[src/wbx_pkg.sv]
package wbx_pkg;

  // Bus widths
  localparam int ADDR_W = 32;
  localparam int DATA_W = 32;
  localparam int SEL_W  = DATA_W / 8;

  // Age tag, wraps; compared by signed difference
  localparam int TAG_W = 8;

  // One request waiting for a slave
  typedef struct packed {
    logic [ADDR_W-1:0] addr;
    logic [DATA_W-1:0] dat;
    logic [SEL_W-1:0]  sel;
    logic              we;
    logic [TAG_W-1:0]  tag;
  } wbx_req_t;

  // One response waiting for a master
  typedef struct packed {
    logic [DATA_W-1:0] dat;
  } wbx_rsp_t;

  // Destination of an accepted request
  typedef enum logic [1:0] {
    ROUTE_S0  = 2'd0,
    ROUTE_S1  = 2'd1,
    ROUTE_ERR = 2'd2
  } wbx_route_t;

endpackage

[src/wbx_fifo.sv]
`timescale 1ns/1ps

module wbx_fifo #(
  parameter int  FIFO_AW   = 2,
  parameter type payload_t = logic [7:0]
) (
  input  logic     clk_i,
  input  logic     rst_i,
  input  logic     push_i,
  input  payload_t data_i,
  input  logic     pop_i,
  output payload_t data_o,
  output logic     empty_o,
  output logic     full_o
);

  localparam int DEPTH = 1 << FIFO_AW;

  payload_t         mem [DEPTH];
  logic [FIFO_AW:0] wr_ptr;
  logic [FIFO_AW:0] rd_ptr;
  logic             wr_en;
  logic             rd_en;

  // Extra pointer bit tells full from empty
  assign empty_o = (wr_ptr == rd_ptr);
  assign full_o  = (wr_ptr[FIFO_AW] != rd_ptr[FIFO_AW]) &&
                   (wr_ptr[FIFO_AW-1:0] == rd_ptr[FIFO_AW-1:0]);

  assign wr_en = push_i && !full_o;
  assign rd_en = pop_i && !empty_o;

  // Head is always visible
  assign data_o = mem[rd_ptr[FIFO_AW-1:0]];

  always_ff @(posedge clk_i) begin
    if (rst_i) begin
      wr_ptr <= '0;
      rd_ptr <= '0;
    end else begin
      if (wr_en) begin
        wr_ptr <= wr_ptr + 1'b1;
      end
      if (rd_en) begin
        rd_ptr <= rd_ptr + 1'b1;
      end
    end
  end

  always_ff @(posedge clk_i) begin
    if (wr_en) begin
      mem[wr_ptr[FIFO_AW-1:0]] <= data_i;
    end
  end

endmodule

[src/wbx_master_port.sv]
`timescale 1ns/1ps

module wbx_master_port
  import wbx_pkg::*;
#(
  parameter int                FIFO_AW = 2,
  parameter logic [ADDR_W-1:0] S0_BASE = 32'h0000_0000,
  parameter logic [ADDR_W-1:0] S0_MASK = 32'hFFFF_F000,
  parameter logic [ADDR_W-1:0] S1_BASE = 32'h0000_1000,
  parameter logic [ADDR_W-1:0] S1_MASK = 32'hFFFF_F000
) (
  input  logic              clk_i,
  input  logic              rst_i,
  input  logic [ADDR_W-1:0] m_addr_i,
  input  logic [DATA_W-1:0] m_dat_i,
  input  logic [SEL_W-1:0]  m_sel_i,
  input  logic              m_cyc_i,
  input  logic              m_stb_i,
  input  logic              m_we_i,
  output logic [DATA_W-1:0] m_dat_o,
  output logic              m_stall_o,
  output logic              m_ack_o,
  output logic              m_err_o,
  input  logic [TAG_W-1:0]  time_tag_i,
  output wbx_req_t          req_0_o,
  output logic              req_0_empty_o,
  input  logic              req_0_pop_i,
  output wbx_req_t          req_1_o,
  output logic              req_1_empty_o,
  input  logic              req_1_pop_i,
  input  wbx_rsp_t          rsp_0_i,
  input  logic              rsp_0_empty_i,
  output logic              rsp_0_pop_o,
  input  wbx_rsp_t          rsp_1_i,
  input  logic              rsp_1_empty_i,
  output logic              rsp_1_pop_o
);

  wbx_route_t route;
  wbx_route_t route_head;
  wbx_req_t   req;
  logic       req_0_full;
  logic       req_1_full;
  logic       route_full;
  logic       route_empty;
  logic       accept;

  // Address decode, slave 0 wins on overlap
  always_comb begin
    if ((m_addr_i & S0_MASK) == (S0_BASE & S0_MASK)) begin
      route = ROUTE_S0;
    end else if ((m_addr_i & S1_MASK) == (S1_BASE & S1_MASK)) begin
      route = ROUTE_S1;
    end else begin
      route = ROUTE_ERR;
    end
  end

  assign m_stall_o = route_full ||
                     (route == ROUTE_S0 && req_0_full) ||
                     (route == ROUTE_S1 && req_1_full);

  assign accept = m_cyc_i && m_stb_i && !m_stall_o;

  assign req = '{addr: m_addr_i, dat: m_dat_i, sel: m_sel_i, we: m_we_i, tag: time_tag_i};

  wbx_fifo #(.FIFO_AW(FIFO_AW), .payload_t(wbx_req_t)) req_0_fifo (
    .clk_i   (clk_i),
    .rst_i   (rst_i),
    .push_i  (accept && route == ROUTE_S0),
    .data_i  (req),
    .pop_i   (req_0_pop_i),
    .data_o  (req_0_o),
    .empty_o (req_0_empty_o),
    .full_o  (req_0_full)
  );

  wbx_fifo #(.FIFO_AW(FIFO_AW), .payload_t(wbx_req_t)) req_1_fifo (
    .clk_i   (clk_i),
    .rst_i   (rst_i),
    .push_i  (accept && route == ROUTE_S1),
    .data_i  (req),
    .pop_i   (req_1_pop_i),
    .data_o  (req_1_o),
    .empty_o (req_1_empty_o),
    .full_o  (req_1_full)
  );

  // Issue order of every accepted request, errors included
  wbx_fifo #(.FIFO_AW(FIFO_AW), .payload_t(wbx_route_t)) route_fifo (
    .clk_i   (clk_i),
    .rst_i   (rst_i),
    .push_i  (accept),
    .data_i  (route),
    .pop_i   (m_ack_o || m_err_o),
    .data_o  (route_head),
    .empty_o (route_empty),
    .full_o  (route_full)
  );

  // Oldest route picks the response source
  always_comb begin
    m_ack_o     = 1'b0;
    m_err_o     = 1'b0;
    rsp_0_pop_o = 1'b0;
    rsp_1_pop_o = 1'b0;
    if (!route_empty) begin
      case (route_head)
        ROUTE_S0: begin
          m_ack_o     = !rsp_0_empty_i;
          rsp_0_pop_o = !rsp_0_empty_i;
        end
        ROUTE_S1: begin
          m_ack_o     = !rsp_1_empty_i;
          rsp_1_pop_o = !rsp_1_empty_i;
        end
        default: m_err_o = 1'b1;
      endcase
    end
  end

  assign m_dat_o = (route_head == ROUTE_S1) ? rsp_1_i.dat : rsp_0_i.dat;

endmodule

[src/wbx_slave_port.sv]
`timescale 1ns/1ps

module wbx_slave_port
  import wbx_pkg::*;
#(
  parameter int FIFO_AW = 2
) (
  input  logic              clk_i,
  input  logic              rst_i,
  output logic [ADDR_W-1:0] s_addr_o,
  output logic [DATA_W-1:0] s_dat_o,
  output logic [SEL_W-1:0]  s_sel_o,
  output logic              s_cyc_o,
  output logic              s_stb_o,
  output logic              s_we_o,
  input  logic [DATA_W-1:0] s_dat_i,
  input  logic              s_stall_i,
  input  logic              s_ack_i,
  input  wbx_req_t          req_0_i,
  input  logic              req_0_empty_i,
  output logic              req_0_pop_o,
  output wbx_rsp_t          rsp_0_o,
  output logic              rsp_0_empty_o,
  input  logic              rsp_0_pop_i,
  input  wbx_req_t          req_1_i,
  input  logic              req_1_empty_i,
  output logic              req_1_pop_o,
  output wbx_rsp_t          rsp_1_o,
  output logic              rsp_1_empty_o,
  input  logic              rsp_1_pop_i
);

  localparam logic [FIFO_AW:0] CNT_MAX = {1'b1, {FIFO_AW{1'b0}}};

  wbx_req_t                bus_q;
  wbx_rsp_t                rsp;
  logic                    bus_own;
  logic                    own_head;
  logic                    own_empty;
  logic                    pick_1;
  logic                    issue;
  logic                    s_accept;
  logic [1:0]              elig;
  logic [1:0]              credit_ok;
  logic [1:0]              cnt_inc;
  logic [1:0]              cnt_dec;
  logic [FIFO_AW:0]        out_cnt [2];
  logic signed [TAG_W-1:0] tag_diff;

  // Responses owed to each master, issued but not yet taken by it
  assign cnt_inc = {issue && pick_1, issue && !pick_1};
  assign cnt_dec = {rsp_1_pop_i, rsp_0_pop_i};

  for (genvar m = 0; m < 2; m++) begin : g_cnt
    always_ff @(posedge clk_i) begin
      if (rst_i) begin
        out_cnt[m] <= '0;
      end else if (cnt_inc[m] != cnt_dec[m]) begin
        out_cnt[m] <= cnt_inc[m] ? out_cnt[m] + 1'b1 : out_cnt[m] - 1'b1;
      end
    end
    assign credit_ok[m] = (out_cnt[m] != CNT_MAX);
  end

  assign elig = {!req_1_empty_i && credit_ok[1], !req_0_empty_i && credit_ok[0]};

  // Wrap-aware age, ties go to master 0
  assign tag_diff = req_0_i.tag - req_1_i.tag;

  always_comb begin
    if (elig == 2'b11) begin
      pick_1 = (tag_diff > 0);
    end else begin
      pick_1 = elig[1];
    end
  end

  // New request only onto an idle strobe
  assign issue    = !s_stb_o && (elig != 2'b00);
  assign s_accept = s_stb_o && !s_stall_i;

  always_ff @(posedge clk_i) begin
    if (rst_i) begin
      s_stb_o <= 1'b0;
    end else if (issue) begin
      s_stb_o <= 1'b1;
    end else if (s_accept) begin
      s_stb_o <= 1'b0;
    end
  end

  always_ff @(posedge clk_i) begin
    if (issue) begin
      bus_q   <= pick_1 ? req_1_i : req_0_i;
      bus_own <= pick_1;
    end
  end

  assign s_addr_o = bus_q.addr;
  assign s_dat_o  = bus_q.dat;
  assign s_sel_o  = bus_q.sel;
  assign s_we_o   = bus_q.we;
  assign s_cyc_o  = s_stb_o || !own_empty;

  // Queue entry leaves only once the slave takes it
  assign req_0_pop_o = s_accept && !bus_own;
  assign req_1_pop_o = s_accept && bus_own;

  // Owners of accepted requests, in ack order
  wbx_fifo #(.FIFO_AW(FIFO_AW + 1), .payload_t(logic)) own_fifo (
    .clk_i   (clk_i),
    .rst_i   (rst_i),
    .push_i  (s_accept),
    .data_i  (bus_own),
    .pop_i   (s_ack_i),
    .data_o  (own_head),
    .empty_o (own_empty),
    .full_o  ()
  );

  assign rsp = '{dat: s_dat_i};

  wbx_fifo #(.FIFO_AW(FIFO_AW), .payload_t(wbx_rsp_t)) rsp_0_fifo (
    .clk_i   (clk_i),
    .rst_i   (rst_i),
    .push_i  (s_ack_i && !own_head),
    .data_i  (rsp),
    .pop_i   (rsp_0_pop_i),
    .data_o  (rsp_0_o),
    .empty_o (rsp_0_empty_o),
    .full_o  ()
  );

  wbx_fifo #(.FIFO_AW(FIFO_AW), .payload_t(wbx_rsp_t)) rsp_1_fifo (
    .clk_i   (clk_i),
    .rst_i   (rst_i),
    .push_i  (s_ack_i && own_head),
    .data_i  (rsp),
    .pop_i   (rsp_1_pop_i),
    .data_o  (rsp_1_o),
    .empty_o (rsp_1_empty_o),
    .full_o  ()
  );

endmodule

[src/wbx_top.sv]
`timescale 1ns/1ps

module wbx_top
  import wbx_pkg::*;
#(
  parameter int                FIFO_AW = 2,
  parameter logic [ADDR_W-1:0] S0_BASE = 32'h0000_0000,
  parameter logic [ADDR_W-1:0] S0_MASK = 32'hFFFF_F000,
  parameter logic [ADDR_W-1:0] S1_BASE = 32'h0000_1000,
  parameter logic [ADDR_W-1:0] S1_MASK = 32'hFFFF_F000
) (
  input  logic              clk_i,
  input  logic              rst_i,
  input  logic [ADDR_W-1:0] m0_addr_i,
  input  logic [DATA_W-1:0] m0_dat_i,
  input  logic [SEL_W-1:0]  m0_sel_i,
  input  logic              m0_cyc_i,
  input  logic              m0_stb_i,
  input  logic              m0_we_i,
  output logic [DATA_W-1:0] m0_dat_o,
  output logic              m0_stall_o,
  output logic              m0_ack_o,
  output logic              m0_err_o,
  input  logic [ADDR_W-1:0] m1_addr_i,
  input  logic [DATA_W-1:0] m1_dat_i,
  input  logic [SEL_W-1:0]  m1_sel_i,
  input  logic              m1_cyc_i,
  input  logic              m1_stb_i,
  input  logic              m1_we_i,
  output logic [DATA_W-1:0] m1_dat_o,
  output logic              m1_stall_o,
  output logic              m1_ack_o,
  output logic              m1_err_o,
  output logic [ADDR_W-1:0] s0_addr_o,
  output logic [DATA_W-1:0] s0_dat_o,
  output logic [SEL_W-1:0]  s0_sel_o,
  output logic              s0_cyc_o,
  output logic              s0_stb_o,
  output logic              s0_we_o,
  input  logic [DATA_W-1:0] s0_dat_i,
  input  logic              s0_stall_i,
  input  logic              s0_ack_i,
  output logic [ADDR_W-1:0] s1_addr_o,
  output logic [DATA_W-1:0] s1_dat_o,
  output logic [SEL_W-1:0]  s1_sel_o,
  output logic              s1_cyc_o,
  output logic              s1_stb_o,
  output logic              s1_we_o,
  input  logic [DATA_W-1:0] s1_dat_i,
  input  logic              s1_stall_i,
  input  logic              s1_ack_i
);

  logic [TAG_W-1:0] time_tag;
  wbx_req_t         m0_s0_req, m0_s1_req, m1_s0_req, m1_s1_req;
  logic             m0_s0_empty, m0_s1_empty, m1_s0_empty, m1_s1_empty;
  logic             m0_s0_pop, m0_s1_pop, m1_s0_pop, m1_s1_pop;
  wbx_rsp_t         s0_m0_rsp, s0_m1_rsp, s1_m0_rsp, s1_m1_rsp;
  logic             s0_m0_empty, s0_m1_empty, s1_m0_empty, s1_m1_empty;
  logic             s0_m0_pop, s0_m1_pop, s1_m0_pop, s1_m1_pop;

  // One step per accepting cycle, even when both masters are accepted
  always_ff @(posedge clk_i) begin
    if (rst_i) begin
      time_tag <= '0;
    end else if ((m0_cyc_i && m0_stb_i && !m0_stall_o) ||
                 (m1_cyc_i && m1_stb_i && !m1_stall_o)) begin
      time_tag <= time_tag + 1'b1;
    end
  end

  wbx_master_port #(
    .FIFO_AW(FIFO_AW), .S0_BASE(S0_BASE), .S0_MASK(S0_MASK),
    .S1_BASE(S1_BASE), .S1_MASK(S1_MASK)
  ) m0_port (
    .clk_i(clk_i), .rst_i(rst_i), .time_tag_i(time_tag),
    .m_addr_i(m0_addr_i), .m_dat_i(m0_dat_i), .m_sel_i(m0_sel_i),
    .m_cyc_i(m0_cyc_i), .m_stb_i(m0_stb_i), .m_we_i(m0_we_i),
    .m_dat_o(m0_dat_o), .m_stall_o(m0_stall_o), .m_ack_o(m0_ack_o), .m_err_o(m0_err_o),
    .req_0_o(m0_s0_req), .req_0_empty_o(m0_s0_empty), .req_0_pop_i(m0_s0_pop),
    .req_1_o(m0_s1_req), .req_1_empty_o(m0_s1_empty), .req_1_pop_i(m0_s1_pop),
    .rsp_0_i(s0_m0_rsp), .rsp_0_empty_i(s0_m0_empty), .rsp_0_pop_o(s0_m0_pop),
    .rsp_1_i(s1_m0_rsp), .rsp_1_empty_i(s1_m0_empty), .rsp_1_pop_o(s1_m0_pop)
  );

  wbx_master_port #(
    .FIFO_AW(FIFO_AW), .S0_BASE(S0_BASE), .S0_MASK(S0_MASK),
    .S1_BASE(S1_BASE), .S1_MASK(S1_MASK)
  ) m1_port (
    .clk_i(clk_i), .rst_i(rst_i), .time_tag_i(time_tag),
    .m_addr_i(m1_addr_i), .m_dat_i(m1_dat_i), .m_sel_i(m1_sel_i),
    .m_cyc_i(m1_cyc_i), .m_stb_i(m1_stb_i), .m_we_i(m1_we_i),
    .m_dat_o(m1_dat_o), .m_stall_o(m1_stall_o), .m_ack_o(m1_ack_o), .m_err_o(m1_err_o),
    .req_0_o(m1_s0_req), .req_0_empty_o(m1_s0_empty), .req_0_pop_i(m1_s0_pop),
    .req_1_o(m1_s1_req), .req_1_empty_o(m1_s1_empty), .req_1_pop_i(m1_s1_pop),
    .rsp_0_i(s0_m1_rsp), .rsp_0_empty_i(s0_m1_empty), .rsp_0_pop_o(s0_m1_pop),
    .rsp_1_i(s1_m1_rsp), .rsp_1_empty_i(s1_m1_empty), .rsp_1_pop_o(s1_m1_pop)
  );

  wbx_slave_port #(.FIFO_AW(FIFO_AW)) s0_port (
    .clk_i(clk_i), .rst_i(rst_i),
    .s_addr_o(s0_addr_o), .s_dat_o(s0_dat_o), .s_sel_o(s0_sel_o),
    .s_cyc_o(s0_cyc_o), .s_stb_o(s0_stb_o), .s_we_o(s0_we_o),
    .s_dat_i(s0_dat_i), .s_stall_i(s0_stall_i), .s_ack_i(s0_ack_i),
    .req_0_i(m0_s0_req), .req_0_empty_i(m0_s0_empty), .req_0_pop_o(m0_s0_pop),
    .rsp_0_o(s0_m0_rsp), .rsp_0_empty_o(s0_m0_empty), .rsp_0_pop_i(s0_m0_pop),
    .req_1_i(m1_s0_req), .req_1_empty_i(m1_s0_empty), .req_1_pop_o(m1_s0_pop),
    .rsp_1_o(s0_m1_rsp), .rsp_1_empty_o(s0_m1_empty), .rsp_1_pop_i(s0_m1_pop)
  );

  wbx_slave_port #(.FIFO_AW(FIFO_AW)) s1_port (
    .clk_i(clk_i), .rst_i(rst_i),
    .s_addr_o(s1_addr_o), .s_dat_o(s1_dat_o), .s_sel_o(s1_sel_o),
    .s_cyc_o(s1_cyc_o), .s_stb_o(s1_stb_o), .s_we_o(s1_we_o),
    .s_dat_i(s1_dat_i), .s_stall_i(s1_stall_i), .s_ack_i(s1_ack_i),
    .req_0_i(m0_s1_req), .req_0_empty_i(m0_s1_empty), .req_0_pop_o(m0_s1_pop),
    .rsp_0_o(s1_m0_rsp), .rsp_0_empty_o(s1_m0_empty), .rsp_0_pop_i(s1_m0_pop),
    .req_1_i(m1_s1_req), .req_1_empty_i(m1_s1_empty), .req_1_pop_o(m1_s1_pop),
    .rsp_1_o(s1_m1_rsp), .rsp_1_empty_o(s1_m1_empty), .rsp_1_pop_i(s1_m1_pop)
  );

endmodule

[config.mk]
export PLATFORM = sky130hd
export DESIGN_NAME = wbx_top
export DESIGN_NICKNAME = d
export VERILOG_FILES = /design/src/wbx_pkg.sv /design/src/wbx_fifo.sv /design/src/wbx_master_port.sv /design/src/wbx_slave_port.sv /design/src/wbx_top.sv
export SDC_FILE = /design/constraint.sdc
export NUM_CORES = 2
export LEC_CHECK = 0
export BUFFER_PORTS_ARGS = -buffer_cell sky130_fd_sc_hd__buf_4
export CORE_ASPECT_RATIO = 1.75
export CORE_MARGIN = 4
export CORE_UTILIZATION = 40
export DETAILED_ROUTE_END_ITERATION = 8
export GPL_TIMING_DRIVEN = 0
export PLACE_DENSITY = 0.54
export SLEW_MARGIN = 5
export SYNTH_ARGS = -nofsm -noshare
export SYNTH_HDL_FRONTEND = slang
export SYNTH_SLANG_ARGS = --single-unit
[constraint.sdc]
create_clock -name clk_i -period 5.16 [get_ports clk_i]
set_input_delay 0.516 -clock clk_i [delete_from_list [all_inputs] [get_ports clk_i]]
set_output_delay 0.516 -clock clk_i [all_outputs]
set_load 0.01 [all_outputs]
==> out/metrics.csv <==
stage,metric,value,unit
sta,final critical path time including I/O delays and setup,4.87,ns
sta,Final setup violation count,0,
place,Detailed Place HPWL,138000,um
cts,clock-pin slew reported for the worst setup and hold paths after clock tree synthesis,0.06,ns
synth,fraction of registers with async set/reset,0,%
synth,mean post-synth cell area,22.0,um^2
synth,number of standard cells after synthesis,3528,
cells_and_area,layout filler cell count,16000,
place,Cells after DPL,6590,
global_routing,overall overflow remaining after global route,0,
cells_and_area,"Area growth, synth to finish",20.8,%
critical_path,largest stage delay on the critical path,0.54,ns
drt,average wire length per cell after detail routing,29.2,um
drt,first drt pass iteration count,8,
floorplan,floorplan core area,193000,um^2
drt,total via count in the routed design,38000,
floorplan,area of the die,202000,um^2
critical_path,Critical Path AT,5.50,ns
cells_and_area,post-route insts no fill,7147,
sta,total count of max-transition violations in the final report,0,
cts,Sink Count,2040,
cts,clock tree from TritonCTS,yes,
synth,Post-synth EDFFs,1928,
power,Power per Cell Area,360,nW/um^2
synth,count of cell types in the netlist,60,
global_routing,wire length of the first global-routing pass,297000,um
synth,"Primary FF master, synth",sky130_fd_sc_hd__edfxtp_1,
cts,insertion delay of the later-clocked pin in the worst-skew pair,0.84,ns
critical_path,data required time at the worst endpoint,5.79,ns
hold_path,hold crit path type,in -> reg,
drt,vias per cell,5.32,
critical_path,worst path buffer plus inverter count,2,
critical_path,chain of cells forming the critical path,"buf_12, mux4_2, ha_1, fa_1, nor2b_1, o22ai_1, xnor2_1, nor4_2, nand2_1, a311oi_4, inv_2, fa_1, xnor2_1, or3_1, mux2i_1",
sta,slew at the pin closest to its max-slew limit,1.30,ns
cts,CTS max path bufs,4,
sta,final hold viol count,0,
drt,count of nets left with antenna violations after detail routing,0,
sta,Max-slew headroom,13.3,%
sta,minimum hold slack,0.242,ns
cts,Inserted Clock Buffers,190,
synth,yosys synthesis warning count,0,
power,Worst IR Drop VDD,0.000307,V
cells_and_area,combined area of the multi-input logic cells,16900,um^2
global_routing,via count of the first global-routing pass,40600,
global_routing,maximum number of pins on one net before global-route repair,39,
floorplan,number of I/O pins,424,
power,Leakage,30.3,nW
synth,Post-Synthesis Net Count,3815,
critical_path,Worst setup EP type,register,
synth,cell area after technology mapping,77700,um^2
outcome,result of the run,"finished, final reports clean",
drt,violation count after the first detailed-route iteration,2626,
cells_and_area,area taken by flip-flops and latches,60100,um^2
place,GP Congestion,0.757,
sta,RSZ-0062 raised after global routing,true,
synth,sequential cell area fraction in the yosys report,77.4,%
run,max-capacitance violation count,0,
drt,final wirelength,209000,um
sta,post-route fraction of the period consumed by the critical path,94.4,%
critical_path,startpoint type of the worst setup path,register,
cts,Root Buffer,sky130_fd_sc_hd__clkbuf_16,
cells_and_area,share of post-route cells with drive strength above 1,29.5,%
critical_path,kind of critical path,reg -> reg,
critical_path,gate family responsible for the most delay along the worst path,simple AND/OR/NAND/NOR gates,
cts,H-tree levels,4,
floorplan,Vert. Die Dim,591,um
cells_and_area,number of nets in the finished design,4689,
critical_path,Worst Path Max Fanout,19,
global_routing,overall track demand over capacity in global routing,20.6,%
floorplan,Chip Width,341,um
floorplan,count of standard-cell rows,213,
critical_path,library cell contributing the largest single delay on the critical path,sky130_fd_sc_hd__mux4_2,
sta,upper clock frequency limit,205,MHz
global_routing,antenna violations before repair,31,
sta,Fin Clk Skew,0.0642,ns
place,IO Port Bufs,423,
drt,DRC,0,
floorplan,starting density of the core,40.3,%
synth,count of state elements after synthesis,2040,
cell families after synthesis:
| family | Yosys count | share of synthesized area [%] |
|---|---|---|
| flip-flops | 2040 | 77.4 |
| multiplexers | 683 | 16.3 |
| AND/OR/NAND/NOR | 355 | 2.21 |
| buffers and inverters | 200 | 1.05 |
| XOR/XNOR | 107 | 1.21 |
| adder cells (fa/ha/maj) | 75 | 1.27 |
| AO/OA/AOI/OAI | 68 | 0.620 |
per-layer routing:
metal | wire [um] | up-vias | share of wire (%) | global-route usage [%]
met5 | 193 | - | 0.093 | 0
met4 | 5220 | 32 | 2.5 | 5.18
met3 | 14200 | 302 | 6.8 | 5.05
met2 | 112000 | 1107 | 54 | 37.9
met1 | 77200 | 20400 | 37 | 24.1
li1 | - | 16200 | - | -
tightest hold or removal path: cells and delay by family:
| kind | cells | cell delay, ns |
|---|---|---|
| buffers and inverters | 1 | 0.13 |
| xor gates and xnor gates | 1 | 0.15 |
| and+or+nand+nor | 3 | 0.19 |
state kept, by name (all words and copies together) (netlist names), 6 cells and up, named ones only:
register                flops
m1_port.req_1_fifo.mem    308
s0_port.own_fifo.mem        8
s1_port.s_addr_o           32
m1_port.route_fifo.mem      8
m0_port.req_0_fifo.mem    308
m0_port.req_1_fifo.mem    308
time_tag                    8
s1_port.rsp_0_fifo.mem    128
s0_port.s_addr_o           32
s0_port.s_dat_o            32
s1_port.own_fifo.mem        8
s1_port.out_cnt             6
m0_port.route_fifo.mem      8
m1_port.req_0_fifo.mem    308
s1_port.s_dat_o            32
s0_port.rsp_1_fifo.mem    128
s0_port.out_cnt             6
s1_port.rsp_1_fifo.mem    128
s0_port.rsp_0_fifo.mem    128
cells in the mapped netlist (all sizes together), types with 2 or more instances:
master / number / area (um^2)
edfxtp: 1928 / 57900
mux4: 444 / 10000
mux2: 203 / 2290
nor2: 144 / 541
clkbuf: 127 / 478
dfxtp: 112 / 2240
ha: 69 / 863
xnor2: 65 / 569
nand2: 56 / 210
inv: 50 / 188
xor2: 42 / 368
and2: 40 / 250
mux2i: 36 / 360
buf: 23 / 153
a21oi: 19 / 95.1
nand2b: 19 / 119
nand3: 17 / 85.1
nor4: 14 / 87.6
nor2b: 12 / 75.1
and3: 11 / 68.8
nor3: 10 / 50.1
o21ai: 10 / 50.1
a21o: 6 / 45.0
fa: 6 / 120
nand3b: 6 / 45.0
nand4: 6 / 37.5
o211ai: 6 / 58.8
or3: 5 / 31.3
nor3b: 4 / 30.0
o2111ai: 4 / 35.0
a21boi: 3 / 22.5
a311oi: 3 / 38.8
a31oi: 3 / 18.8
o22ai: 3 / 18.8
or2: 3 / 18.8
or3b: 3 / 26.3
and4: 2 / 17.5
o21a: 2 / 15.0
metrics by stage:
step	utilization [%]	TNS, ns	cell area [um^2]	total power [mW]	setup WS (ns)
floorplan	-	0	77700	19.2	0.190
CTS	48.6	0	93800	34.2	0.0398
global placement	43.6	-6149.84	84100	19.9	-4.78
finish	48.7	0	93900	33.8	0.290
global route	48.7	-0.0167	93900	34.8	-0.0167
detailed placement	44.3	-207.95	85500	20.0	-1.69
cells in the final DEF (no fill, tap or decap), types with 7 or more instances in the layout:
master	n
sky130_fd_sc_hd__nor3_1	10
sky130_fd_sc_hd__xor2_1	42
sky130_fd_sc_hd__dfxtp_1	107
sky130_fd_sc_hd__nor2b_1	12
sky130_fd_sc_hd__dlygate4sd3_1	203
sky130_fd_sc_hd__a21oi_1	19
sky130_fd_sc_hd__clkbuf_8	7
sky130_fd_sc_hd__clkinv_2	27
sky130_fd_sc_hd__and2_1	12
sky130_fd_sc_hd__bufinv_16	19
sky130_fd_sc_hd__diode_2	19
sky130_fd_sc_hd__xnor2_1	65
sky130_fd_sc_hd__and2_2	12
sky130_fd_sc_hd__nand3_1	17
sky130_fd_sc_hd__nand2_1	56
sky130_fd_sc_hd__clkbuf_1	149
sky130_fd_sc_hd__buf_2	7
sky130_fd_sc_hd__nor4_1	8
sky130_fd_sc_hd__clkinv_1	35
sky130_fd_sc_hd__mux4_2	444
sky130_fd_sc_hd__mux2_2	63
sky130_fd_sc_hd__buf_4	436
sky130_fd_sc_hd__buf_16	22
sky130_fd_sc_hd__mux2i_1	36
sky130_fd_sc_hd__buf_6	9
sky130_fd_sc_hd__inv_1	48
sky130_fd_sc_hd__clkbuf_16	196
sky130_fd_sc_hd__buf_12	37
sky130_fd_sc_hd__and3_1	7
sky130_fd_sc_hd__edfxtp_1	1928
sky130_fd_sc_hd__mux2_1	140
sky130_fd_sc_hd__ha_1	69
sky130_fd_sc_hd__and2_4	16
sky130_fd_sc_hd__nor2_1	142
sky130_fd_sc_hd__nand2b_1	19
power breakdown:
group / leakage [nW] / total [mW] / switching [mW] / internal, mW
combinational: 8.95 / 1.50 / 0.810 / 0.690
clock: 2.98 / 14.0 / 6.06 / 7.97
sequential: 18.4 / 18.2 / 0.0646 / 18.2
total: 30.3 / 33.8 / 6.93 / 26.8
timing repair:
action	CTS	global route
resized for setup	28	11
setup buffers	0	11
endpoints found under the setup margin	164	8
hold endpoints to repair	1608	0
hold buffers	203	0
pin swaps	0	1
final cells by class:
| cell class | instances | share of cell area, % |
|---|---|---|
| sequential | 2040 | 64.0 |
| multi-input combinational | 1288 | 18.0 |
| timing repair buffer | 696 | 7.03 |
| clock buffer | 244 | 5.47 |
| tap | 2580 | 3.44 |
| clock inverter | 94 | 1.03 |
| buffer | 136 | 0.736 |
| inverter | 50 | 0.200 |
| antenna | 19 | 0.0506 |
worst paths after layout:
path,start,end,slack [ns],depth (start not counted)
worst max-delay path,register,s1_port.out_cnt[0][2],0.29,15
worst max register to register,register,s1_port.out_cnt[0][2],0.29,15
worst min-delay path,s1_ack_i,s1_port.rsp_1_fifo.wr_ptr[0],0.24,5
worst min register to register,s1_port.rsp_0_fifo.rd_ptr[1],register,0.52,2
(Power assumes the default switching activity.)
